`src/xxh_pkg.sv`:
```
`default_nettype none

package xxh_pkg;

	// message words and hash values
	typedef logic [31:0] word_t;

	// byte counts
	typedef logic [31:0] len_t;

	// one of the four stripe lanes
	typedef logic [1:0] lane_idx_t;

	////////////////////////////////////////////////////////////////////////////
	// XXH32 multipliers
	localparam word_t PRIME32_1 = 32'h9E3779B1;
	localparam word_t PRIME32_2 = 32'h85EBCA77;
	localparam word_t PRIME32_3 = 32'hC2B2AE3D;
	localparam word_t PRIME32_4 = 32'h27D4EB2F;
	localparam word_t PRIME32_5 = 32'h165667B1;

	////////////////////////////////////////////////////////////////////////////
	// phases of one message
	typedef enum logic [2:0]
	{
		ST_IDLE   = 3'd0,
		ST_STRIPE = 3'd1,
		ST_TAIL   = 3'd2,
		ST_BYTES  = 3'd3,
		ST_AVAL   = 3'd4,
		ST_DONE   = 3'd5
	} state_t;

	// rotate left, amount 1 to 31
	function automatic word_t rotl32(input word_t x, input logic [4:0] amt);
		return (x << amt) | (x >> (6'd32 - amt));
	endfunction

endpackage

`default_nettype wire

```
`src/xxh_ctrl_if.sv`:
```
`default_nettype none

interface xxh_ctrl_if;

	// copied from the top level
	logic              start;
	xxh_pkg::len_t     length;

	// phase strobes from the fsm
	logic              init_en;
	logic              stripe_en;
	logic              tail_en;
	logic              load_en;
	logic              byte_en;
	logic              aval_en;
	logic              done_pulse;

	// counter results
	// flags describe the count after the current edge
	xxh_pkg::lane_idx_t lane_sel;
	logic              stripes_left;
	logic              words_left;
	logic              bytes_left;
	xxh_pkg::len_t     msg_len;

	modport fsm (
		input  start, stripes_left, words_left, bytes_left,
		output init_en, stripe_en, tail_en, load_en, byte_en, aval_en, done_pulse
	);

	modport counter (
		input  length, init_en, stripe_en, tail_en, byte_en,
		output lane_sel, stripes_left, words_left, bytes_left, msg_len
	);

	modport datapath (
		input  start, length, init_en, stripe_en, tail_en, load_en, byte_en, aval_en,
		input  done_pulse, lane_sel, stripes_left, words_left, bytes_left, msg_len
	);

endinterface

`default_nettype wire

```
`src/xxh_lane_bank.sv`:
```
`default_nettype none

module xxh_lane_bank #(
	parameter xxh_pkg::word_t SEED = '0
) (
	input  logic                clk,
	input  logic                rstN,
	input  xxh_pkg::word_t      data,
	xxh_ctrl_if.datapath        ctl,
	output xxh_pkg::word_t      merged
);

	xxh_pkg::word_t lane [4];
	xxh_pkg::word_t lane_cur;
	xxh_pkg::word_t round_out;

	assign lane_cur = lane[ctl.lane_sel];

	// stripe round on the selected lane
	always_comb
	begin
		round_out = lane_cur + data * xxh_pkg::PRIME32_2;
		round_out = xxh_pkg::rotl32(round_out, 5'd13);
		round_out = round_out * xxh_pkg::PRIME32_1;
	end

	////////////////////////////////////////////////////////////////////////////
	// lane registers
	always_ff @(posedge clk or negedge rstN)
	begin
		if (!rstN)
		begin
			for (int i = 0; i < 4; i++)
				lane[i] <= '0;
		end
		else if (ctl.init_en)
		begin
			lane[0] <= SEED + xxh_pkg::PRIME32_1 + xxh_pkg::PRIME32_2;
			lane[1] <= SEED + xxh_pkg::PRIME32_2;
			lane[2] <= SEED;
			lane[3] <= SEED - xxh_pkg::PRIME32_1;
		end
		else if (ctl.stripe_en)
		begin
			lane[ctl.lane_sel] <= round_out;
		end
	end

	// lane merge, only meaningful after at least one stripe
	assign merged = xxh_pkg::rotl32(lane[0], 5'd1)
		+ xxh_pkg::rotl32(lane[1], 5'd7)
		+ xxh_pkg::rotl32(lane[2], 5'd12)
		+ xxh_pkg::rotl32(lane[3], 5'd18);

endmodule

`default_nettype wire

```
`src/flat_wrapper.sv`:
```
// flat-port wrapper written by rule: the top's interface ports become plain ports
module xxh_lane_bank_flat 
#(
	parameter xxh_pkg::word_t SEED = '0
)
  (clk, rstN, data, merged, ctl_start, ctl_length, ctl_init_en, ctl_stripe_en, ctl_tail_en, ctl_load_en, ctl_byte_en, ctl_aval_en, ctl_done_pulse, ctl_lane_sel, ctl_stripes_left, ctl_words_left, ctl_bytes_left, ctl_msg_len);
  xxh_ctrl_if ctl_i ();
  input  logic clk;
  input  logic rstN;
  input  xxh_pkg::word_t data;
  output xxh_pkg::word_t merged;
  input wire logic [$bits(ctl_i.start)-1:0] ctl_start;
  input wire logic [$bits(ctl_i.length)-1:0] ctl_length;
  input wire logic [$bits(ctl_i.init_en)-1:0] ctl_init_en;
  input wire logic [$bits(ctl_i.stripe_en)-1:0] ctl_stripe_en;
  input wire logic [$bits(ctl_i.tail_en)-1:0] ctl_tail_en;
  input wire logic [$bits(ctl_i.load_en)-1:0] ctl_load_en;
  input wire logic [$bits(ctl_i.byte_en)-1:0] ctl_byte_en;
  input wire logic [$bits(ctl_i.aval_en)-1:0] ctl_aval_en;
  input wire logic [$bits(ctl_i.done_pulse)-1:0] ctl_done_pulse;
  input wire logic [$bits(ctl_i.lane_sel)-1:0] ctl_lane_sel;
  input wire logic [$bits(ctl_i.stripes_left)-1:0] ctl_stripes_left;
  input wire logic [$bits(ctl_i.words_left)-1:0] ctl_words_left;
  input wire logic [$bits(ctl_i.bytes_left)-1:0] ctl_bytes_left;
  input wire logic [$bits(ctl_i.msg_len)-1:0] ctl_msg_len;
  assign ctl_i.start = ctl_start;
  assign ctl_i.length = ctl_length;
  assign ctl_i.init_en = ctl_init_en;
  assign ctl_i.stripe_en = ctl_stripe_en;
  assign ctl_i.tail_en = ctl_tail_en;
  assign ctl_i.load_en = ctl_load_en;
  assign ctl_i.byte_en = ctl_byte_en;
  assign ctl_i.aval_en = ctl_aval_en;
  assign ctl_i.done_pulse = ctl_done_pulse;
  assign ctl_i.lane_sel = ctl_lane_sel;
  assign ctl_i.stripes_left = ctl_stripes_left;
  assign ctl_i.words_left = ctl_words_left;
  assign ctl_i.bytes_left = ctl_bytes_left;
  assign ctl_i.msg_len = ctl_msg_len;
  xxh_lane_bank #(.SEED(SEED)) u_core (.clk(clk), .rstN(rstN), .data(data), .ctl(ctl_i), .merged(merged));
endmodule
```
`config.mk`:
```
export PLATFORM = sky130hd
export DESIGN_NAME = xxh_lane_bank_flat
export DESIGN_NICKNAME = d
export VERILOG_FILES = /design/src/xxh_pkg.sv /design/src/xxh_ctrl_if.sv /design/src/xxh_lane_bank.sv /design/src/flat_wrapper.sv
export SDC_FILE = /design/constraint.sdc
export NUM_CORES = 2
export LEC_CHECK = 0
export BUFFER_PORTS_ARGS = -buffer_cell sky130_fd_sc_hd__buf_2
export CAP_MARGIN = 20
export CORE_ASPECT_RATIO = 0.75
export CORE_MARGIN = 2
export CORE_UTILIZATION = 60
export DETAILED_ROUTE_END_ITERATION = 7
export PLACE_DENSITY_LB_ADDON = 0.1
export SETUP_SLACK_MARGIN = 0.15
export SYNTH_ARGS = -nofsm -noshare
export SYNTH_HDL_FRONTEND = slang
export SYNTH_SLANG_ARGS = --single-unit
```
`constraint.sdc`:
```
create_clock -name clk -period 20.8 [get_ports clk]
set_clock_uncertainty 0.15 [all_clocks]
set_input_delay 5.2 -clock clk [delete_from_list [all_inputs] [get_ports clk]]
set_output_delay 5.2 -clock clk [all_outputs]
set_load 0.005 [all_outputs]
```
==> summary.md <==
| Metric | Value |
|---|---|
| Status | completed |
| DR vias | 19450 |
| Max Cap Violations | 0 |
| Register area share after synthesis | 11.59% |
| Worst path depth | 51 |
| DRC | 0 |
| Top_reg_cell synth | dfrtp_1 |
| Final period util | a little over nine tenths |
| Initial DRC count | 1630 |
| Max reg flops | 128 |
| Syn_area_per_cell | 10.52 um2 |
| Core Util, Final | between 60% and 70% |
| Starting Density | approximately three fifths |
| Routed WL | around 80000 um |
| Max Fclk | 50.27 MHz |
| Routed Antenna Nets | 0 |
| RSZ-0062 raised after global routing | no |
| Top-area cell type share of the netlist area | 37.61% |
| Sum Neg Setup Slack | 0 ps |
| Crit path max-delay family | adder cells |
| # setup viols final | 0 |
| Worst Setup EP | u_core.lane[127] |
| Setup Fix Bufs, Post-CTS | 0 |
| Num CTS Buffers | 17 |
| Most used cell, CP | fa_1 |
| Async set or reset register ratio after synthesis | 100.0% |
| Hold WS | around 400 ps |
| Die Wd | ~250 um |
| Reg with most FFs | u_core.lane |
| Vias in the first global route | about 21000 |
| Startpoint types | input port |
| Fill cells | 3684 |
| Syn Nets | about 3700 |
| Core area | 45690 um2 |
| Reg2reg end | u_core.lane[127] |
| Hold Fails Final Rpt | 0 |
| Synth cell types | 72 |
| 1st-pass router iterations | 5 |
| #FFs+latches synth | 128 |
| RD Place Congestion | 0.9911 |
| CTS tree | done |
| Synth area leaders | fa_1, ha_1, dfrtp_1 |
| Drt via density | ~5.9 |
| Yosys warns | 0 |
| Yosys top cell by area | fa_1 |
| CP peak stage delay | 660 ps |
| Placed Area | 28830 um2 |
| Layout area overhead | 6.952% |
| Reg2Reg Setup Slack | 5680 ps |
| Final Instance Area | 29550 um2 |
| CP arrival | between 20000 and 25000 ps |
| Max clock buf depth | 2 |
| Largest regs | u_core.lane (128) |
| Worst setup path start | ctl_lane_sel[0] |
| PortBufs | 69 |
| First-pass GRT wire length | 125400 um |
| Final HPWL from detailed placement | 68760 um |
| Total Nets Final | roughly 3700 |
| Skew-Pair Late Insertion Delay | ~420 ps |
| Synth Instances | between 2000 and 3000 |
| Reg2reg start | u_core.lane[19] |
| Most frequent cell after synthesis | inv_1 |
| Number of diodes | 0 |
| Global-route usage over all layers | 35.52% |
| CTS sink count | 128 |
| Post-synth top cells | inv_1, fa_1, ha_1, dfrtp_1, xnor2_1 |
| Minimum clock period | around 20000 ps |
| Resized Gates After CTS | 0 |
| Grt ovf | 0 |
| Reg2Reg Depth | 53 |
| Endpoint class of the critical path | register |
| Tightest Pin Transition | ~1200 ps |
| Worst Path Required | 21000 ps |
| Bufs and invs on worst path | 14 |
| Ports | 143 |
| Clock root cell | clkbuf_16 |
| DIE AREA | roughly 48000 um2 |
| Pin count of the biggest net entering global routing | 86 |
| Relative slew slack | 16.42% |
| Post-synth EDFFs | 0 |
| Layout cell share with drive strength beyond 1 | 7.435% |
| Worst hold path class | register to register |
| # hold bufs at CTS | 0 |
| H-tree depth | 4 |
| Critical path type | input port to register |
| Slew Viols, Final | 0 |
| Initial antenna violation count | 6 |
| Maximum fanout along the worst path | 15 |
| WL/cell | about 24 um |
| Worst-path clk slew | roughly 60 ps |
| Worst-path cell with the longest stage delay | mux4_2 |
| Rows | 68 |
| Synth Cell Area | roughly 28000 um2 |
| Chip height | ~190 um |
metal layers:
layer	track usage (%)	wire, um	share of wire, %
met1	52.24	34660	43
met2	52.54	34620	43
met3	10.21	8581	11
met4	8.147	1890	2.4
met5	0	78	0.098
worst min-delay path by stage:
stage / slack, ps / end / start / cells after the start
2_1_floorplan: 340 / u_core.lane[118] / u_core.lane[118] / 2
3_3_place_gp: 380 / u_core.lane[39] / u_core.lane[39] / 2
3_5_place_dp: 380 / u_core.lane[89] / u_core.lane[89] / 1
4_1_cts: 390 / u_core.lane[89] / u_core.lane[89] / 1
5_1_grt: 430 / u_core.lane[62] / u_core.lane[62] / 1
6_report: 400 / u_core.lane[89] / u_core.lane[89] / 1
metrics by stage:
step / cells / setup WS [ps]
finish: 3312 / 908.6
global route: 3312 / 211.0
CTS: 3311 / 794.9
detailed placement: 3279 / 458.9
global placement: 3278 / 526.0
floorplan: 2625 / 1449
cell usage in the layout (no fill, tap or decap), types with 11 or more instances in the layout:
master	Yosys	final
a21o_1	40	40
a21oi_1	70	67
a22o_1	78	78
and2_1	10	11
buf_2	1	68
buf_4	0	31
clkbuf_16	0	17
dfrtp_1	128	128
fa_1	519	519
ha_1	400	400
inv_1	756	756
mux4_2	32	32
nand2_1	54	54
nand2b_1	16	16
nand3_1	11	11
nor2_1	60	60
nor2b_1	13	13
nor3_1	17	17
o21a_1	12	12
o21ai_0	49	49
o22a_1	37	37
xnor2_1	126	122
xnor2_2	8	12
xor2_1	42	42
cell families (layout without fill, tap and decap cells):
logic type                 after synthesis  in the layout  synth area share [%]
adders and majority gates              923            923                 55.87
xor gates and xnor gates               178            178                 5.937
DFF                                    128            128                 11.59
AOI/OAI and AO/OA                      351            351                 9.289
muxes                                   32             32                 2.609
and+or+nand+nor                        215            215                 3.854
buffers and inverters                  798            890                 10.85
layout make-up:
| class | count | area, um2 | area share (%) |
|---|---|---|---|
| well taps | 595 | 744.5 | 2.520 |
| clock inverters | 9 | 152.6 | 0.5166 |
| inverters | 757 | 2841 | 9.617 |
| clock buffers | 23 | 498.0 | 1.685 |
| repair buffers | 101 | 628.1 | 2.126 |
| multi-input cells | 1699 | 21480 | 72.70 |
| flip-flops and latches | 128 | 3203 | 10.84 |
Power is left out: the tool's default activity adds up to more than one toggle a clock period on the data nets, which glitch-free logic cannot reach.
