### config.mk
export PLATFORM = sky130hd
export DESIGN_NAME = xxh_digest_unit_flat
export DESIGN_NICKNAME = d
export VERILOG_FILES = /design/src/xxh_pkg.sv /design/src/xxh_ctrl_if.sv /design/src/xxh_digest_unit.sv /design/src/flat_wrapper.sv
export SDC_FILE = /design/constraint.sdc
export NUM_CORES = 2
export LEC_CHECK = 0
export BUFFER_PORTS_ARGS = -buffer_cell sky130_fd_sc_hd__buf_2
export CAP_MARGIN = 10
export CORE_MARGIN = 2
export CORE_UTILIZATION = 60
export DETAILED_ROUTE_END_ITERATION = 10
export GPL_TIMING_DRIVEN = 0
export PLACE_DENSITY = 0.77
export RECOVER_POWER = 100
export SKIP_CTS_REPAIR_TIMING = 1
export SLEW_MARGIN = 20
export SYNTH_ARGS = -nofsm -noshare
export SYNTH_HDL_FRONTEND = slang
export SYNTH_SLANG_ARGS = --single-unit
export TNS_END_PERCENT = 50
### constraint.sdc
create_clock -name clk -period 16.7 [get_ports clk]
set_input_delay 1.67 -clock clk [delete_from_list [all_inputs] [get_ports clk]]
set_output_delay 1.67 -clock clk [all_outputs]
set_load 0.02 [all_outputs]
### src/xxh_pkg.sv
`default_nettype none

package xxh_pkg;

	// message words and hash values
	typedef logic [31:0] word_t;

	// byte counts
	typedef logic [31:0] len_t;

	// one of the four stripe lanes
	typedef logic [1:0] lane_idx_t;

	////////////////////////////////////////////////////////////////////////////
	// XXH32 multipliers
	localparam word_t PRIME32_1 = 32'h9E3779B1;
	localparam word_t PRIME32_2 = 32'h85EBCA77;
	localparam word_t PRIME32_3 = 32'hC2B2AE3D;
	localparam word_t PRIME32_4 = 32'h27D4EB2F;
	localparam word_t PRIME32_5 = 32'h165667B1;

	////////////////////////////////////////////////////////////////////////////
	// phases of one message
	typedef enum logic [2:0]
	{
		ST_IDLE   = 3'd0,
		ST_STRIPE = 3'd1,
		ST_TAIL   = 3'd2,
		ST_BYTES  = 3'd3,
		ST_AVAL   = 3'd4,
		ST_DONE   = 3'd5
	} state_t;

	// rotate left, amount 1 to 31
	function automatic word_t rotl32(input word_t x, input logic [4:0] amt);
		return (x << amt) | (x >> (6'd32 - amt));
	endfunction

endpackage

`default_nettype wire

### src/xxh_ctrl_if.sv
`default_nettype none

interface xxh_ctrl_if;

	// copied from the top level
	logic              start;
	xxh_pkg::len_t     length;

	// phase strobes from the fsm
	logic              init_en;
	logic              stripe_en;
	logic              tail_en;
	logic              load_en;
	logic              byte_en;
	logic              aval_en;
	logic              done_pulse;

	// counter results
	// flags describe the count after the current edge
	xxh_pkg::lane_idx_t lane_sel;
	logic              stripes_left;
	logic              words_left;
	logic              bytes_left;
	xxh_pkg::len_t     msg_len;

	modport fsm (
		input  start, stripes_left, words_left, bytes_left,
		output init_en, stripe_en, tail_en, load_en, byte_en, aval_en, done_pulse
	);

	modport counter (
		input  length, init_en, stripe_en, tail_en, byte_en,
		output lane_sel, stripes_left, words_left, bytes_left, msg_len
	);

	modport datapath (
		input  start, length, init_en, stripe_en, tail_en, load_en, byte_en, aval_en,
		input  done_pulse, lane_sel, stripes_left, words_left, bytes_left, msg_len
	);

endinterface

`default_nettype wire

### src/xxh_digest_unit.sv
`default_nettype none

module xxh_digest_unit #(
	parameter xxh_pkg::word_t SEED = '0
) (
	input  logic                clk,
	input  logic                rstN,
	input  xxh_pkg::word_t      data,
	input  xxh_pkg::word_t      merged,
	xxh_ctrl_if.datapath        ctl,
	output xxh_pkg::word_t      digest,
	output logic                digest_valid
);

	xxh_pkg::word_t hash_q;
	xxh_pkg::word_t h_start;
	xxh_pkg::word_t h_cur;
	xxh_pkg::word_t shifter;

	// hash not yet touched since start
	logic h_fresh;

	// one leftover whole word
	function automatic xxh_pkg::word_t tail_round(input xxh_pkg::word_t h,
		input xxh_pkg::word_t w);
		xxh_pkg::word_t t;
		t = h + w * xxh_pkg::PRIME32_3;
		t = xxh_pkg::rotl32(t, 5'd17);
		return t * xxh_pkg::PRIME32_4;
	endfunction

	// one leftover byte
	function automatic xxh_pkg::word_t byte_round(input xxh_pkg::word_t h,
		input logic [7:0] b);
		xxh_pkg::word_t t;
		t = h + {24'h000000, b} * xxh_pkg::PRIME32_5;
		t = xxh_pkg::rotl32(t, 5'd11);
		return t * xxh_pkg::PRIME32_1;
	endfunction

	function automatic xxh_pkg::word_t avalanche(input xxh_pkg::word_t h);
		xxh_pkg::word_t t;
		t = h ^ (h >> 15);
		t = t * xxh_pkg::PRIME32_2;
		t = t ^ (t >> 13);
		t = t * xxh_pkg::PRIME32_3;
		return t ^ (t >> 16);
	endfunction

	////////////////////////////////////////////////////////////////////////////
	// start value, short messages skip the lanes
	assign h_start = ((ctl.msg_len >= 32'd16) ? merged : SEED + xxh_pkg::PRIME32_5)
		+ ctl.msg_len;
	assign h_cur = h_fresh ? h_start : hash_q;

	always_ff @(posedge clk or negedge rstN)
	begin
		if (!rstN)
		begin
			h_fresh      <= 1'b0;
			hash_q       <= '0;
			digest       <= '0;
			digest_valid <= 1'b0;
		end
		else
		begin
			digest_valid <= ctl.done_pulse;
			if (ctl.done_pulse)
				digest <= hash_q;
			if (ctl.init_en)
				h_fresh <= 1'b1;
			else if (ctl.tail_en || ctl.byte_en || ctl.aval_en)
				h_fresh <= 1'b0;
			if (ctl.tail_en)
				hash_q <= tail_round(h_cur, data);
			else if (ctl.byte_en)
				hash_q <= byte_round(h_cur, shifter[7:0]);
			else if (ctl.aval_en)
				hash_q <= avalanche(h_cur);
		end
	end

	// partial word, lowest byte first
	always_ff @(posedge clk)
	begin
		if (ctl.load_en)
			shifter <= data;
		else if (ctl.byte_en)
			shifter <= {8'h00, shifter[31:8]};
	end

endmodule

`default_nettype wire

### src/flat_wrapper.sv
// flat-port wrapper written by rule: the top's interface ports become plain ports
module xxh_digest_unit_flat 
#(
	parameter xxh_pkg::word_t SEED = '0
)
  (clk, rstN, data, merged, digest, digest_valid, ctl_start, ctl_length, ctl_init_en, ctl_stripe_en, ctl_tail_en, ctl_load_en, ctl_byte_en, ctl_aval_en, ctl_done_pulse, ctl_lane_sel, ctl_stripes_left, ctl_words_left, ctl_bytes_left, ctl_msg_len);
  xxh_ctrl_if ctl_i ();
  input  logic clk;
  input  logic rstN;
  input  xxh_pkg::word_t data;
  input  xxh_pkg::word_t merged;
  output xxh_pkg::word_t digest;
  output logic digest_valid;
  input wire logic [$bits(ctl_i.start)-1:0] ctl_start;
  input wire logic [$bits(ctl_i.length)-1:0] ctl_length;
  input wire logic [$bits(ctl_i.init_en)-1:0] ctl_init_en;
  input wire logic [$bits(ctl_i.stripe_en)-1:0] ctl_stripe_en;
  input wire logic [$bits(ctl_i.tail_en)-1:0] ctl_tail_en;
  input wire logic [$bits(ctl_i.load_en)-1:0] ctl_load_en;
  input wire logic [$bits(ctl_i.byte_en)-1:0] ctl_byte_en;
  input wire logic [$bits(ctl_i.aval_en)-1:0] ctl_aval_en;
  input wire logic [$bits(ctl_i.done_pulse)-1:0] ctl_done_pulse;
  input wire logic [$bits(ctl_i.lane_sel)-1:0] ctl_lane_sel;
  input wire logic [$bits(ctl_i.stripes_left)-1:0] ctl_stripes_left;
  input wire logic [$bits(ctl_i.words_left)-1:0] ctl_words_left;
  input wire logic [$bits(ctl_i.bytes_left)-1:0] ctl_bytes_left;
  input wire logic [$bits(ctl_i.msg_len)-1:0] ctl_msg_len;
  assign ctl_i.start = ctl_start;
  assign ctl_i.length = ctl_length;
  assign ctl_i.init_en = ctl_init_en;
  assign ctl_i.stripe_en = ctl_stripe_en;
  assign ctl_i.tail_en = ctl_tail_en;
  assign ctl_i.load_en = ctl_load_en;
  assign ctl_i.byte_en = ctl_byte_en;
  assign ctl_i.aval_en = ctl_aval_en;
  assign ctl_i.done_pulse = ctl_done_pulse;
  assign ctl_i.lane_sel = ctl_lane_sel;
  assign ctl_i.stripes_left = ctl_stripes_left;
  assign ctl_i.words_left = ctl_words_left;
  assign ctl_i.bytes_left = ctl_bytes_left;
  assign ctl_i.msg_len = ctl_msg_len;
  xxh_digest_unit #(.SEED(SEED)) u_core (.clk(clk), .rstN(rstN), .data(data), .merged(merged), .ctl(ctl_i), .digest(digest), .digest_valid(digest_valid));
endmodule
==> flow_summary_export.csv <==
group,metric,value,unit
routing,vias,41970,
timing,rsz0062_at_grt,"true",
flow_run,drv_cap,1,
finish,layout_common_cells,"inv_1 (1,857), fa_1 (1,139), ha_1 (1,081)",
finish,area_delta_synth_final,11.39,%
setup_path,rr_worst_depth,58,
die,dieHeight,314.9,microns
setup_path,r2r_setup_slack,-1.18,ns
setup_path,slowest_delay,0.57,ns
setup_path,cp_max_fo,4,
synthesis,synth_compound_area_share,6.362,%
hold_path,hold-path-endpoint,"u_core.shifter[11]$_DFFE_PP_",
routing,first_iter_violations,3328,
place,dp_hpwl,147700,microns
outcome,outcome,"finished with violations",
place,placed_area,61160,sq um
setup_path,cpMostUsedCell,"fa_1",
timing,slew_viol_final,58,
finish,multiInputGateArea,50800,sq um
synthesis,synth.area.mux_share,1.765,%
synthesis,async_flop_share,67.35,%
finish,fin_nets,8581,
setup_path,crit_path_end_kind,"flip-flop",
synthesis,synth_edf_count,32,
routing,wirelength,170700,microns
synthesis,netlist_instances,5861,
synthesis,synth_top_family_by_area,"adder cells",
routing,post_drt_wl_per_cell,22.94,microns
timing,setup_violations,32,
die,rows,114,
synthesis,yosysSeqAreaShare,4.504,%
routing,via_per_inst,5.640,
place,gp_congestion,1.031,
synthesis,yosys_warnings,0,
setup_path,path_buf_inv,10,
die,pin_count,176,
cts,cts_tree,"done",
cts,root_buffer,"clkbuf_16",
hold_path,min_from,"u_core.shifter[19]$_DFFE_PP_",
finish,final_common_cell,"inv_1",
setup_path,required,16.99,ns
timing,finalHoldViolations,0,
cts,numCtsBuffers,9,
cts,cts.sinks,98,
place,port_buffers,134,
timing,fmax,54.21,MHz
synthesis,syn_area,58000,sq um
timing,slew_headroom,-110.3,%
global_routing,track_usage,34.28,%
timing,fin_ws,-1.748,ns
setup_path,rr_endpoint,"u_core.hash_q[15]$_DFFE_PN0P_",
die,start_util,60.24,%
finish,final_cell_area,64610,sq um
hold_path,hp-class,"flip-flop to flip-flop",
synthesis,ys_types,78,
global_routing,antenna_found_initial,9,
hold_path,min_path_cells,1,
finish,ff_latch_area,2613,sq um
cts,clk_latency,0.40,ns
timing,finalClockSkew,0.02303,ns
die,fp.dieArea,99170,sq um
synthesis,synth-simple-area-share,3.596,%
outcome,violations,"max-capacitance violations, max-slew violations, negative setup slack",
cts,htree_levels,3,
global_routing,grt_pass1_vias,44470,
cts,clk_pin_slew,0.10,ns
synthesis,synth-seq-cells,98,
finish,utilization,67.10,%
routing,drcViolationCount,0,
routing,first_pass_iters,8,
global_routing,grt-ovfl-total,0,
cts,clock_path_buffers,2,
setup_path,cpMaxStageDelayCell,"fa_1",
timing,tightest_slew,3.154,ns
timing,period_share,110.5,%
die,die_width,314.9,microns
synthesis,synth_ff_type,"dfrtp_1",
global_routing,grt_pass1_wl,252700,microns
synthesis,synthXorXnorAreaFrac,7.089,%
finish,fillers,7318,
setup_path,path_class,"input port to flip-flop",
global_routing,grt_start_max_net_pins,58,
synthesis,synthAdderAreaFrac,64.19,%
setup_path,start_kind,"input port",
setup_path,reg2reg_from,"u_core.h_fresh$_DFFE_PN0P_",
finish,layout-drive-gt1-share,11.65,%
die,core,96280,sq um
synthesis,syn_nets,8283,
timing,period_needed,18.45,ns
routing,ant_nets,0,
setup_path,arrival,18.74,ns
synthesis,syn_avg_cell_area,9.896,sq um
setup_path,crit_family,"adder cells",
[per-layer routing]
| layer | wire length [microns] | up-vias | global-route usage, % |
|---|---|---|---|
| met2 | 79320 | 1908 | 55.54 |
| li1 | - | 18470 | - |
| met1 | 65430 | 21080 | 44.92 |
| met4 | 9895 | 10 | 13.97 |
| met5 | 222 | - | 0 |
| met3 | 15860 | 497 | 7.374 |
[Yosys cell counts, types with 18 or more instances]
library cell / n / area share (%)
a21o_1: 87 / 1.1
a21oi_1: 193 / 1.7
and2_1: 18 / 0.19
clkbuf_1: 32 / 0.21
dfrtp_1: 66 / 2.8
edfxtp_1: 32 / 1.7
fa_1: 1161 / 40
ha_1: 1118 / 24
inv_1: 1893 / 12
mux2_2: 64 / 1.2
mux2i_1: 19 / 0.33
nand2_1: 93 / 0.60
nand2b_1: 26 / 0.28
nand3_1: 27 / 0.23
nor2_1: 139 / 0.90
nor2b_1: 38 / 0.41
nor3_1: 23 / 0.20
o21a_1: 28 / 0.36
o21ai_0: 100 / 0.86
o21bai_1: 31 / 0.40
or2_2: 23 / 0.25
xnor2_1: 345 / 5.2
xor2_1: 108 / 1.6
[sequential cells by signal, indices dropped and copies added, names as in the netlist]
register and cells:
u_core.hash_q 32, u_core.h_fresh 1, u_core.digest 32, u_core.digest_valid 1
u_core.shifter 32
[per-stage QoR]
step / hold WS [ns] / worst slack (ns) / std cells / setup TNS (ns)
floorplan: 0.4669 / -0.4543 / 5861 / -2.219
finish: 0.5441 / -1.748 / 7441 / -37.39
CTS: 0.5406 / -3.182 / 7301 / -82.81
detailed placement: 0.5236 / -3.562 / 7285 / -94.57
global placement: 0.4979 / -3.462 / 7271 / -94.29
global route: 0.5575 / -2.343 / 7440 / -55.56
[layout make-up]
| cell class | count | area share (%) |
|---|---|---|
| Timing Repair Buffer | 288 | 3.081 |
| Antenna cell | 1 | 0.003873 |
| Inverter | 1893 | 11.04 |
| Sequential cell | 98 | 4.044 |
| Multi-Input combinational cell | 3833 | 78.62 |
| Buffer | 36 | 0.2576 |
| Clock buffer | 9 | 0.3486 |
| Tap cell | 1276 | 2.471 |
| Clock inverter | 7 | 0.1259 |
[logic make-up (layout without fill, tap and decap cells)]
logic type                 Yosys count  in the layout
and+or+nand+nor                    434            434
xor gates and xnor gates           460            460
AOI/OAI and AO/OA                  572            572
adders and majority gates         2279           2279
muxes                               88             88
DFF                                 98             98
other                                0              1
buffers and inverters             1930           2233
[how the worst max path moves through the flow]
stage	cells after the start	from	endpoint
6_report	69	ctl_msg_len[31]	u_core.hash_q[15]$_DFFE_PN0P_
3_5_place_dp	66	ctl_msg_len[24]	u_core.hash_q[13]$_DFFE_PN0P_
4_1_cts	66	ctl_msg_len[24]	u_core.hash_q[13]$_DFFE_PN0P_
5_1_grt	71	ctl_msg_len[18]	u_core.hash_q[15]$_DFFE_PN0P_
2_1_floorplan	69	ctl_msg_len[29]	u_core.hash_q[15]$_DFFE_PN0P_
3_3_place_gp	67	ctl_msg_len[24]	u_core.hash_q[13]$_DFFE_PN0P_
Power is left out: the tool's default activity adds up to more than one toggle a clock period on the data nets, which glitch-free logic cannot reach.
