===== config.mk =====
export PLATFORM = sky130hd
export DESIGN_NAME = xxh_byte_counter_flat
export DESIGN_NICKNAME = d
export VERILOG_FILES = /design/src/xxh_pkg.sv /design/src/xxh_ctrl_if.sv /design/src/xxh_byte_counter.sv /design/src/flat_wrapper.sv
export SDC_FILE = /design/constraint.sdc
export NUM_CORES = 1
export LEC_CHECK = 0
export BUFFER_PORTS_ARGS = -buffer_cell sky130_fd_sc_hd__buf_2
export CAP_MARGIN = 20
export CORE_UTILIZATION = 60
export CTS_BUF_LIST = sky130_fd_sc_hd__clkbuf_4
export DETAILED_ROUTE_END_ITERATION = 8
export HOLD_SLACK_MARGIN = 0.12
export PLACE_DENSITY = 0.86
export RECOVER_POWER = 25
export SLEW_MARGIN = 30
export SYNTH_ARGS = -nofsm -noshare
export SYNTH_HDL_FRONTEND = slang
export SYNTH_SLANG_ARGS = --single-unit

===== constraint.sdc =====
create_clock -name clk -period 7 [get_ports clk]
set_clock_uncertainty 0.2 [all_clocks]
set_input_delay 1.05 -clock clk [delete_from_list [all_inputs] [get_ports clk]]
set_output_delay 1.05 -clock clk [all_outputs]
set_load 0.01 [all_outputs]

===== src/xxh_pkg.sv =====
`default_nettype none

package xxh_pkg;

	// message words and hash values
	typedef logic [31:0] word_t;

	// byte counts
	typedef logic [31:0] len_t;

	// one of the four stripe lanes
	typedef logic [1:0] lane_idx_t;

	////////////////////////////////////////////////////////////////////////////
	// XXH32 multipliers
	localparam word_t PRIME32_1 = 32'h9E3779B1;
	localparam word_t PRIME32_2 = 32'h85EBCA77;
	localparam word_t PRIME32_3 = 32'hC2B2AE3D;
	localparam word_t PRIME32_4 = 32'h27D4EB2F;
	localparam word_t PRIME32_5 = 32'h165667B1;

	////////////////////////////////////////////////////////////////////////////
	// phases of one message
	typedef enum logic [2:0]
	{
		ST_IDLE   = 3'd0,
		ST_STRIPE = 3'd1,
		ST_TAIL   = 3'd2,
		ST_BYTES  = 3'd3,
		ST_AVAL   = 3'd4,
		ST_DONE   = 3'd5
	} state_t;

	// rotate left, amount 1 to 31
	function automatic word_t rotl32(input word_t x, input logic [4:0] amt);
		return (x << amt) | (x >> (6'd32 - amt));
	endfunction

endpackage

`default_nettype wire


===== src/xxh_ctrl_if.sv =====
`default_nettype none

interface xxh_ctrl_if;

	// copied from the top level
	logic              start;
	xxh_pkg::len_t     length;

	// phase strobes from the fsm
	logic              init_en;
	logic              stripe_en;
	logic              tail_en;
	logic              load_en;
	logic              byte_en;
	logic              aval_en;
	logic              done_pulse;

	// counter results
	// flags describe the count after the current edge
	xxh_pkg::lane_idx_t lane_sel;
	logic              stripes_left;
	logic              words_left;
	logic              bytes_left;
	xxh_pkg::len_t     msg_len;

	modport fsm (
		input  start, stripes_left, words_left, bytes_left,
		output init_en, stripe_en, tail_en, load_en, byte_en, aval_en, done_pulse
	);

	modport counter (
		input  length, init_en, stripe_en, tail_en, byte_en,
		output lane_sel, stripes_left, words_left, bytes_left, msg_len
	);

	modport datapath (
		input  start, length, init_en, stripe_en, tail_en, load_en, byte_en, aval_en,
		input  done_pulse, lane_sel, stripes_left, words_left, bytes_left, msg_len
	);

endinterface

`default_nettype wire


===== src/xxh_byte_counter.sv =====
`default_nettype none

module xxh_byte_counter (
	input  logic        clk,
	input  logic        rstN,
	xxh_ctrl_if.counter ctl
);

	xxh_pkg::len_t cnt;
	xxh_pkg::len_t cnt_next;
	xxh_pkg::len_t len_q;
	xxh_pkg::len_t len_next;
	xxh_pkg::len_t stripe_end;
	xxh_pkg::len_t word_end;

	// count of consumed bytes after this edge
	always_comb
	begin
		if (ctl.init_en)
		begin
			cnt_next = '0;
			len_next = ctl.length;
		end
		else
		begin
			len_next = len_q;
			if (ctl.stripe_en || ctl.tail_en)
				cnt_next = cnt + 32'd4;
			else if (ctl.byte_en)
				cnt_next = cnt + 32'd1;
			else
				cnt_next = cnt;
		end
	end

	// end of the whole stripes and of the whole words
	assign stripe_end = {len_next[31:4], 4'b0000};
	assign word_end   = {len_next[31:2], 2'b00};

	// lookahead flags so the fsm can change phase at the same edge
	assign ctl.stripes_left = (cnt_next < stripe_end);
	assign ctl.words_left   = (cnt_next < word_end);
	assign ctl.bytes_left   = (cnt_next < len_next);

	// lane of the word arriving now
	assign ctl.lane_sel = cnt[3:2];
	assign ctl.msg_len  = len_q;

	always_ff @(posedge clk or negedge rstN)
	begin
		if (!rstN)
		begin
			cnt   <= '0;
			len_q <= '0;
		end
		else
		begin
			cnt   <= cnt_next;
			len_q <= len_next;
		end
	end

endmodule

`default_nettype wire


===== src/flat_wrapper.sv =====
// flat-port wrapper written by rule: the top's interface ports become plain ports
module xxh_byte_counter_flat 
  (clk, rstN, ctl_length, ctl_init_en, ctl_stripe_en, ctl_tail_en, ctl_byte_en, ctl_lane_sel, ctl_stripes_left, ctl_words_left, ctl_bytes_left, ctl_msg_len);
  xxh_ctrl_if ctl_i ();
  input  logic clk;
  input  logic rstN;
  input wire logic [$bits(ctl_i.length)-1:0] ctl_length;
  input wire logic [$bits(ctl_i.init_en)-1:0] ctl_init_en;
  input wire logic [$bits(ctl_i.stripe_en)-1:0] ctl_stripe_en;
  input wire logic [$bits(ctl_i.tail_en)-1:0] ctl_tail_en;
  input wire logic [$bits(ctl_i.byte_en)-1:0] ctl_byte_en;
  output wire logic [$bits(ctl_i.lane_sel)-1:0] ctl_lane_sel;
  output wire logic [$bits(ctl_i.stripes_left)-1:0] ctl_stripes_left;
  output wire logic [$bits(ctl_i.words_left)-1:0] ctl_words_left;
  output wire logic [$bits(ctl_i.bytes_left)-1:0] ctl_bytes_left;
  output wire logic [$bits(ctl_i.msg_len)-1:0] ctl_msg_len;
  assign ctl_i.length = ctl_length;
  assign ctl_i.init_en = ctl_init_en;
  assign ctl_i.stripe_en = ctl_stripe_en;
  assign ctl_i.tail_en = ctl_tail_en;
  assign ctl_i.byte_en = ctl_byte_en;
  assign ctl_lane_sel = ctl_i.lane_sel;
  assign ctl_stripes_left = ctl_i.stripes_left;
  assign ctl_words_left = ctl_i.words_left;
  assign ctl_bytes_left = ctl_i.bytes_left;
  assign ctl_msg_len = ctl_i.msg_len;
  xxh_byte_counter u_core (.clk(clk), .rstN(rstN), .ctl(ctl_i));
endmodule

==> results.md, run 1 <==
- Status: finished with violations
- Failing checks: max-capacitance violations, max-slew violations
- Grt total ovfl: 0
- TritonCTS clock tree: built
- # fillers: 443
- Ant. Diodes: 0
- Power density cells: 185 nW/µm²
- Setup TNS: 0 ps
- Mux contribution to synthesized area: 8.81%
- Crit-path max cell delay: approximately 700 ps
- Synth Flop Type: dfrtp_1
- Fin crit share: 75.0%
- Simple-Gate Fraction of Synth Area: 19.7%
- Yosys warns: 0
- Root buffer cell: clkbuf_4
- I/O Buffers: between 70 and 80
- Crit path buf inv count: 3
- Dpl cells: 514
- Clk slew on worst S/H paths: 100 ps
- Final Slew Violations: 65
- Non-filler cells, final: 529
- CP max FO: 38
- Die W: a little over 80 µm
- Final net count: 523
- Share of layout cells above drive strength 1: 24.2%
- Synth area leader: dfrtp_1
- RSZ-0062 raised after global routing: no
- 1st-pass router iterations: 4
- IO Count: 75
- Routability cong.: 0.893
- Max rail drop VDD: 0.155 mV
- Post-synth ARST share: 100%
- Antenna violations before repair: 0
- Register bit total from synthesis: 64
- Tot Pwr: 0.809 mW
- Area Growth Syn to Fin: 14.5%
- Post-CTS setup buffer count: 0
- Crit path max-delay family: buffers and inverters
- Sequential-to-total area share from yosys stat: 41.9%
- DPL Wire Length: just over 6000 µm
- All-Layer GR Usage: between 20 and 30%
- Count leader, synth: dfrtp_1
- Xor and xnor area share after synthesis: 5.73%
- CP Class: primary input to output port
- Relative slew slack: -125%
- WP data required: approximately 5800 ps
- Distinct cells, synth: 42
- Avg Cell Area, Syn: 10.2 µm²
- Residual DRC: 0
- Main combinational cell family by area after synthesis: simple AND/OR/NAND/NOR gates
- Gate Count Post-Synth: 375
- WL per Instance: 15.8 µm
- Core area: 6030 µm²
- Compound-Gate Fraction of Synth Area: 6.68%
- Max Freq: 0.190 GHz
- Crit path DAT: 4000 ps
- Row cnt: 28
- Final Util: 72.6%
- Clock buffer depth: 2
- Vias: 3,033
- Multi-input gate area: 2000 µm²
- # clock sinks: 64
- Die ar.: 6690 µm²
- Final Hold Violating Endpoints: 0
- Vias in the first global route: a little over 3,000
- Crit-path slowest cell: buf_2
- EDFF count, synth: 0
- Pre-CTS WS: 1810 ps
- Synthesized area: between 3000 and 4000 µm²
- Chip height: 81.8 µm
- Starting Density: 63.4%
- Leakage: 2.18 nW
- Net count after synthesis: 448
- Remaining antenna violation count: 0
- Adder-cell share of the synthesized area: 11.5%
- Final Worst Setup Slack: between 1500 and 2000 ps
- CTS buffer count: 9
- # hold bufs at CTS: 0
- Share of the synthesized area in the top cell type: 41.9%
- Largest net degree at the start of global routing: 65
- Synth area leaders: dfrtp_1 (42%), ha_1 (11%), mux2i_1 (8.1%)
- Min-delay worst type: flip-flop to flip-flop
- Register cell area after layout: 1600 µm²
- Synth cell count leaders: dfrtp_1 (64), inv_1 (38), ha_1 (35)
- Cts repair resizes: 0
- Worst Max-Slew Pin Slew: 3370 ps
- Final WL: 8370 µm
- H-Tree Depth: 3
- Most frequent CP cell: buf_2
- Via density: 5.73
- Crit path time final: 5250 ps
- 1st-iter DRT viols: around 180
- # setup viols final: 0
- Max-cap violations: 1
- Nature of the critical path endpoint: output port
- Clk_lat worst skew: 420 ps
- Worst setup SP type: primary input
- First-pass GRT wire length: 13,800 µm
- Critical-path cell list: buf_2, buf_4, mux2i_1, ha_1, a21oi_1, nand3_1, a2111oi_0, a211oi_1, nor3_1, buf_2
-- through the flow --
step                hold slack, ps  area [µm²]
CTS                            324        4380
global route                   366        4380
detailed placement             298        4230
floorplan                      313        3820
finish                         319        4380
global placement               291        4230
-- area by class of cell --
cell class              count  share of cell area (%)
multi-input cells         260                    45.7
flip-flops and latches     64                    36.6
clock inverters             5                    1.66
inverters                  38                    3.26
clock buffers              10                    1.72
repair buffers             77                    8.89
well taps                  75                    2.14
-- routing by layer --
layer | vias to the layer above | global-route usage (%) | part of all wire, %
met1 | 1467 | 34.6 | 43
met5 | - | 0 | 0
met2 | 88 | 45.6 | 49
met3 | 21 | 5.11 | 4.5
met4 | 0 | 15.8 | 3.0
li1 | 1457 | - | -
-- tightest hold or removal path, cell delays in order (launching register included) --
cell,delay (ps)
dfrtp_1,350
mux2i_1,80
inv_1,60
-- cells by family (layout without fill, tap and decap cells) --
group,Yosys count,after routing
and+or+nand+nor,124,124
AOI/OAI and AO/OA,43,43
buffers and inverters,51,130
adders and majority gates,35,35
DFF,64,64
xor gates and xnor gates,25,25
muxes,33,33
-- where the power goes --
part	switching [mW]	internal, mW
sequential	0.0130	0.390
combinational	0.0764	0.0513
clock	0.134	0.144
total	0.224	0.586
-- registers in the layout (all words and copies together) (netlist names) --
register            flops
u_core.cnt             32
u_core.ctl.msg_len     32
-- cells in the final DEF, fill, tap and decap left out, drive strengths merged, types with 2 or more instances in the layout --
master	n
a211oi	3
a21oi	21
and3	3
and4	6
buf	76
bufinv	2
clkbuf	11
clkinv	3
dfrtp	64
ha	35
inv	38
mux2	2
mux2i	31
nand2	25
nand2b	3
nand3	14
nand4	13
nor2	32
nor3	8
nor4	13
o211ai	3
o21ai	9
or3	3
xnor2	19
xor2	6
-- path summary, 6_finish.rpt --
path,start,endpoint,slack [ps],depth (start not counted)
worst min-delay path,u_core.ctl.msg_len[18]$_DFF_PN0_,u_core.ctl.msg_len[18]$_DFF_PN0_,320,2
max in group asynchronous,rstN,u_core.cnt[29]$_DFF_PN0_,3040,2
min in group asynchronous,rstN,u_core.cnt[28]$_DFF_PN0_,1660,2
worst max register to register,u_core.cnt[0]$_DFF_PN0_,u_core.cnt[30]$_DFF_PN0_,4830,6
worst max-delay path,ctl_init_en,ctl_bytes_left,1750,10
worst min register to register,u_core.ctl.msg_len[18]$_DFF_PN0_,u_core.ctl.msg_len[18]$_DFF_PN0_,320,2
Power figures use the tool's default switching activity.
==> run 2, diff against run 1 <==
Settings changed: ABC_AREA from default to 1, CORE_UTILIZATION 60 to 52, PLACE_DENSITY 0.86 to 0.78.
Clock period 7 ns to 4.7 ns, I/O delays scaled along.
==> run 2 against run 1 <==
The flow still finishes with violations (max-capacitance violations, max-slew violations); global-route usage decreased by 2.8 points; utilization decreased by 8.7 points; clock-buffer cell count unchanged; largest power group unchanged; power increased by 42%; highest routed layer unchanged; final cell count increased by 29%; setup slack got worse by 1500 ps; die area increased by 20%.
==> results.md, run 2 <==
- FF-to-FF path depth: 10 (+4)
- Final Hold Violating Endpoints: 0 (unchanged)
- Synth area leader: dfrtp_1
- Crit path time final: between 4000 and 5000 ps
- Crit path capture: ctl_stripes_left
- Vias in the first global route: 3,388 (+12%)
- WP data required: 3800 ps (-1950 ps)
- Relative slew slack: -21.0% (+100 points)
- Grt total ovfl: 0 (unchanged)
- Count leader, synth: inv_1
- Final Hold Slack: 279 ps (-40.9 ps)
- Share of layout cells above drive strength 1: 26.0% (+1.8 points)
- Synth Flop Type: dfrtp_1
- Core area: 7330 µm² (+22%)
- # fillers: 637 (+44%)
- Status: finished with violations
- Die ar.: 8060 µm² (+20%)
- Ant. Diodes: 0 (unchanged)
- H-Tree Depth: 3 (unchanged)
- Final Util: 64.0% (-8.7 points)
- Commonest non-fill, non-tap cell in the layout: inv_1
- Root buffer cell: clkbuf_4
- WL per Instance: 13.9 µm (-12%)
- CP max FO: 4 (-89%)
- Hold Crit Depth: 1 (-1)
- Critical R2R Capture: u_core.cnt[14]$_DFF_PN0_
- Clock Power Share: 31.3% (-3.1 points)
- # clock sinks: 64 (unchanged)
- All-Layer GR Usage: 25.1% (-2.8 points)
- Synthesized area: 4010 µm² (+4.8%)
- Worst setup startpoint: u_core.cnt[1]$_DFF_PN0_
- Failing checks: max-capacitance violations, max-slew violations
- Largest net degree at the start of global routing: 45 (-31%)
- IO Count: 75 (unchanged)
- Clk_lat worst skew: 420 ps (about the same)
- Share of the synthesized area in the top cell type: 40.0% (-1.9 points)
- Final Slew Violations: 33 (-49%)
- Post-synth ARST share: 100% (unchanged)
- Power density cells: 244 nW/µm² (+32%)
- Switching portion of total power: 28.9% (+1.3 points)
- Tot Pwr: 1.14 mW (+42%)
- I/O Buffers: 74 (unchanged)
- First-pass GRT wire length: 16,100 µm (+16%)
- 1st-pass router iterations: 5 (+1)
- FF-to-FF setup slack: 2520 ps (-2310 ps)
- Via density: 5.28 (-7.9%)
- Remaining antenna violation count: 0 (unchanged)
- Synth cell count leaders: inv_1 (87), dfrtp_1 (64), nand2_1 (62)
- Max rail drop VDD: 0.146 mV (-5.9%)
- Sequential-to-total area share from yosys stat: 40.0% (-1.9 points)
- Clock buffer depth: 2 (unchanged)
- Most frequent cells in the layout: inv_1 (87), buf_2 (73), dfrtp_1 (63)
- Worst Max-Slew Pin Slew: 1820 ps (-1560 ps)
- Register bit total from synthesis: 64 (unchanged)
- Antenna violations before repair: 0 (unchanged)
- Die W: 89.8 µm (+9.7%)
- # setup viols final: 0 (unchanged)
- Worst setup SP type: flip-flop
- Starting Density: 54.7% (-8.8 points)
- CP Class: flip-flop to output port
- Nature of the critical path endpoint: output port
- Launch point of the worst reg-to-reg path: u_core.cnt[1]$_DFF_PN0_
- Final WL: 9520 µm (+14%)
- Clk slew on worst S/H paths: 110 ps (about the same)
- EDFF count, synth: 0 (unchanged)
- Fin crit share: 94.9%
- Max-cap violations: 1 (unchanged)
- Distinct cells, synth: 34 (-19%)
- Vias: 3,611 (+19%)
- Max Freq: 0.224 GHz
- Gate Count Post-Synth: 499 (+33%)
- Synth area leaders: dfrtp_1 (40%), ha_1 (11%), inv_1 (8.2%)
- Sw power: 0.331 mW (+48%)
- Internal Pwr Total: 0.814 mW (+39%)
- CTS buffer count: 9 (unchanged)
- Final net count: 654 (+25%)
- # hold bufs at CTS: 0 (unchanged)
- Routability cong.: 0.916 (+2.6%)
- Leakage: 2.32 nW (+6.1%)
- Combinational fraction of design power: 16.6% (+0.8 points)
- Yosys warns: 0 (unchanged)
- Chip height: 89.8 µm (+9.7%)
- Row cnt: 31 (+11%)
- Area Growth Syn to Fin: 17.0%
- DPL Wire Length: 7090 µm (+15%)
- Min-delay worst type: flip-flop to flip-flop
- Residual DRC: 0 (unchanged)
- 1st-iter DRT viols: 222 (+21%)
- TritonCTS clock tree: built
- Avg Cell Area, Syn: 8.03 µm² (-21%)
- Net count after synthesis: 572 (+28%)
- Register share of total power: 52.0% (+2.2 points)
- Crit path DAT: 3550 ps (-450 ps)
-- run 2: cell types whose count changed after synthesis, moves of 6 or more --
cell | previous run | this run
mux2i_1 | 31 | 0
or2_2 | 1 | 32
o21ai_1 | 0 | 7
nor3_1 | 7 | 16
o21ai_0 | 9 | 54
nand2_1 | 25 | 62
inv_1 | 38 | 87
o21a_1 | 0 | 6
a21oi_1 | 21 | 41
nor4_2 | 12 | 0
xnor2_1 | 19 | 0
-- run 2: power groups by stage --
stage | Clock (mW) | Sequential, mW | Combinational, mW
after global placement | 0 | 0.605 | 0.181
after detailed placement | 0 | 0.606 | 0.188
final | 0.359 | 0.596 | 0.190
after floorplan | 0 | 0.618 | 0.0964
after CTS | 0.365 | 0.596 | 0.190
after global routing | 0.393 | 0.601 | 0.217
-- run 2: how the worst min path moves through the flow --
| stage | startpoint | to | slack (ps) |
|---|---|---|---|
| after global placement | u_core.cnt[31]$_DFF_PN0_ | u_core.cnt[31]$_DFF_PN0_ | 250 |
| after detailed placement | u_core.cnt[31]$_DFF_PN0_ | u_core.cnt[31]$_DFF_PN0_ | 260 |
| after floorplan | rstN | u_core.cnt[0]$_DFF_PN0_ | 210 |
| after CTS | rstN | u_core.ctl.msg_len[27]$_DFF_PN0_ | 150 |
| after global routing | u_core.cnt[31]$_DFF_PN0_ | u_core.cnt[31]$_DFF_PN0_ | 300 |
| final | u_core.cnt[31]$_DFF_PN0_ | u_core.cnt[31]$_DFF_PN0_ | 280 |
-- run 2: metal layers --
metal  part of all wire [%]  global-route usage (%)  routed length [µm]  vias up
met5                      0                       0                   0        -
met4                    1.8                    12.2                 176        0
met3                    4.7                    3.81                 451       15
met2                     47                    39.5                4490      113
met1                     46                    34.0                4400     1677
li1                       -                       -                   -     1806
-- run 2: timing repair --
item	4_1_cts	5_1_grt
endpoints found under the setup margin	0	3
resized for setup	0	8
setup buffers	0	6
-- run 2: cell families after synthesis --
logic type / Yosys count / synth area share (%)
AO/OA/AOI/OAI: 116 / 15.4
buffers and inverters: 101 / 9.71
AND/OR/NAND/NOR: 182 / 23.8
flip-flops: 64 / 40.0
adder cells (fa/ha/maj): 35 / 10.9
XOR/XNOR: 1 / 0.219
-- run 2: cell type report --
cell class              instances  area [µm²]  share of cell area, %
inverters                      88         330                   7.05
clock inverters                 5        48.8                   1.04
clock buffers                  10        75.1                   1.60
well taps                      99         124                   2.64
flip-flops and latches         64        1600                   34.2
repair buffers                 84         457                   9.74
multi-input cells             334        2050                   43.7
-- run 2: per-stage QoR --
| step | setup slack [ps] | instances | instance area (µm²) | TNS (ps) |
|---|---|---|---|---|
| floorplan | 1010 | 499 | 4010 | 0 |
| global placement | 245 | 663 | 4480 | 0 |
| detailed placement | 159 | 663 | 4480 | 0 |
| CTS | 23.9 | 678 | 4610 | 0 |
| global route | -11.6 | 684 | 4690 | -11.6 |
| finish | 241 | 684 | 4690 | 0 |
-- run 2: critical path, cell delays in order, from the launching register on --
cell	delay, ps
dfrtp_1	400
ha_1	160
inv_1	60
o21ai_4	170
nand3_4	110
nor2_4	180
nand4_4	150
nor3_4	290
nand2_1	80
nor2_1	130
nor3_2	80
ha_1	290
nand2_1	40
inv_1	60
nand3_1	120
nor3_2	230
nand4_1	120
buf_4	170
a21oi_2	90
nor2_1	50
buf_2	150
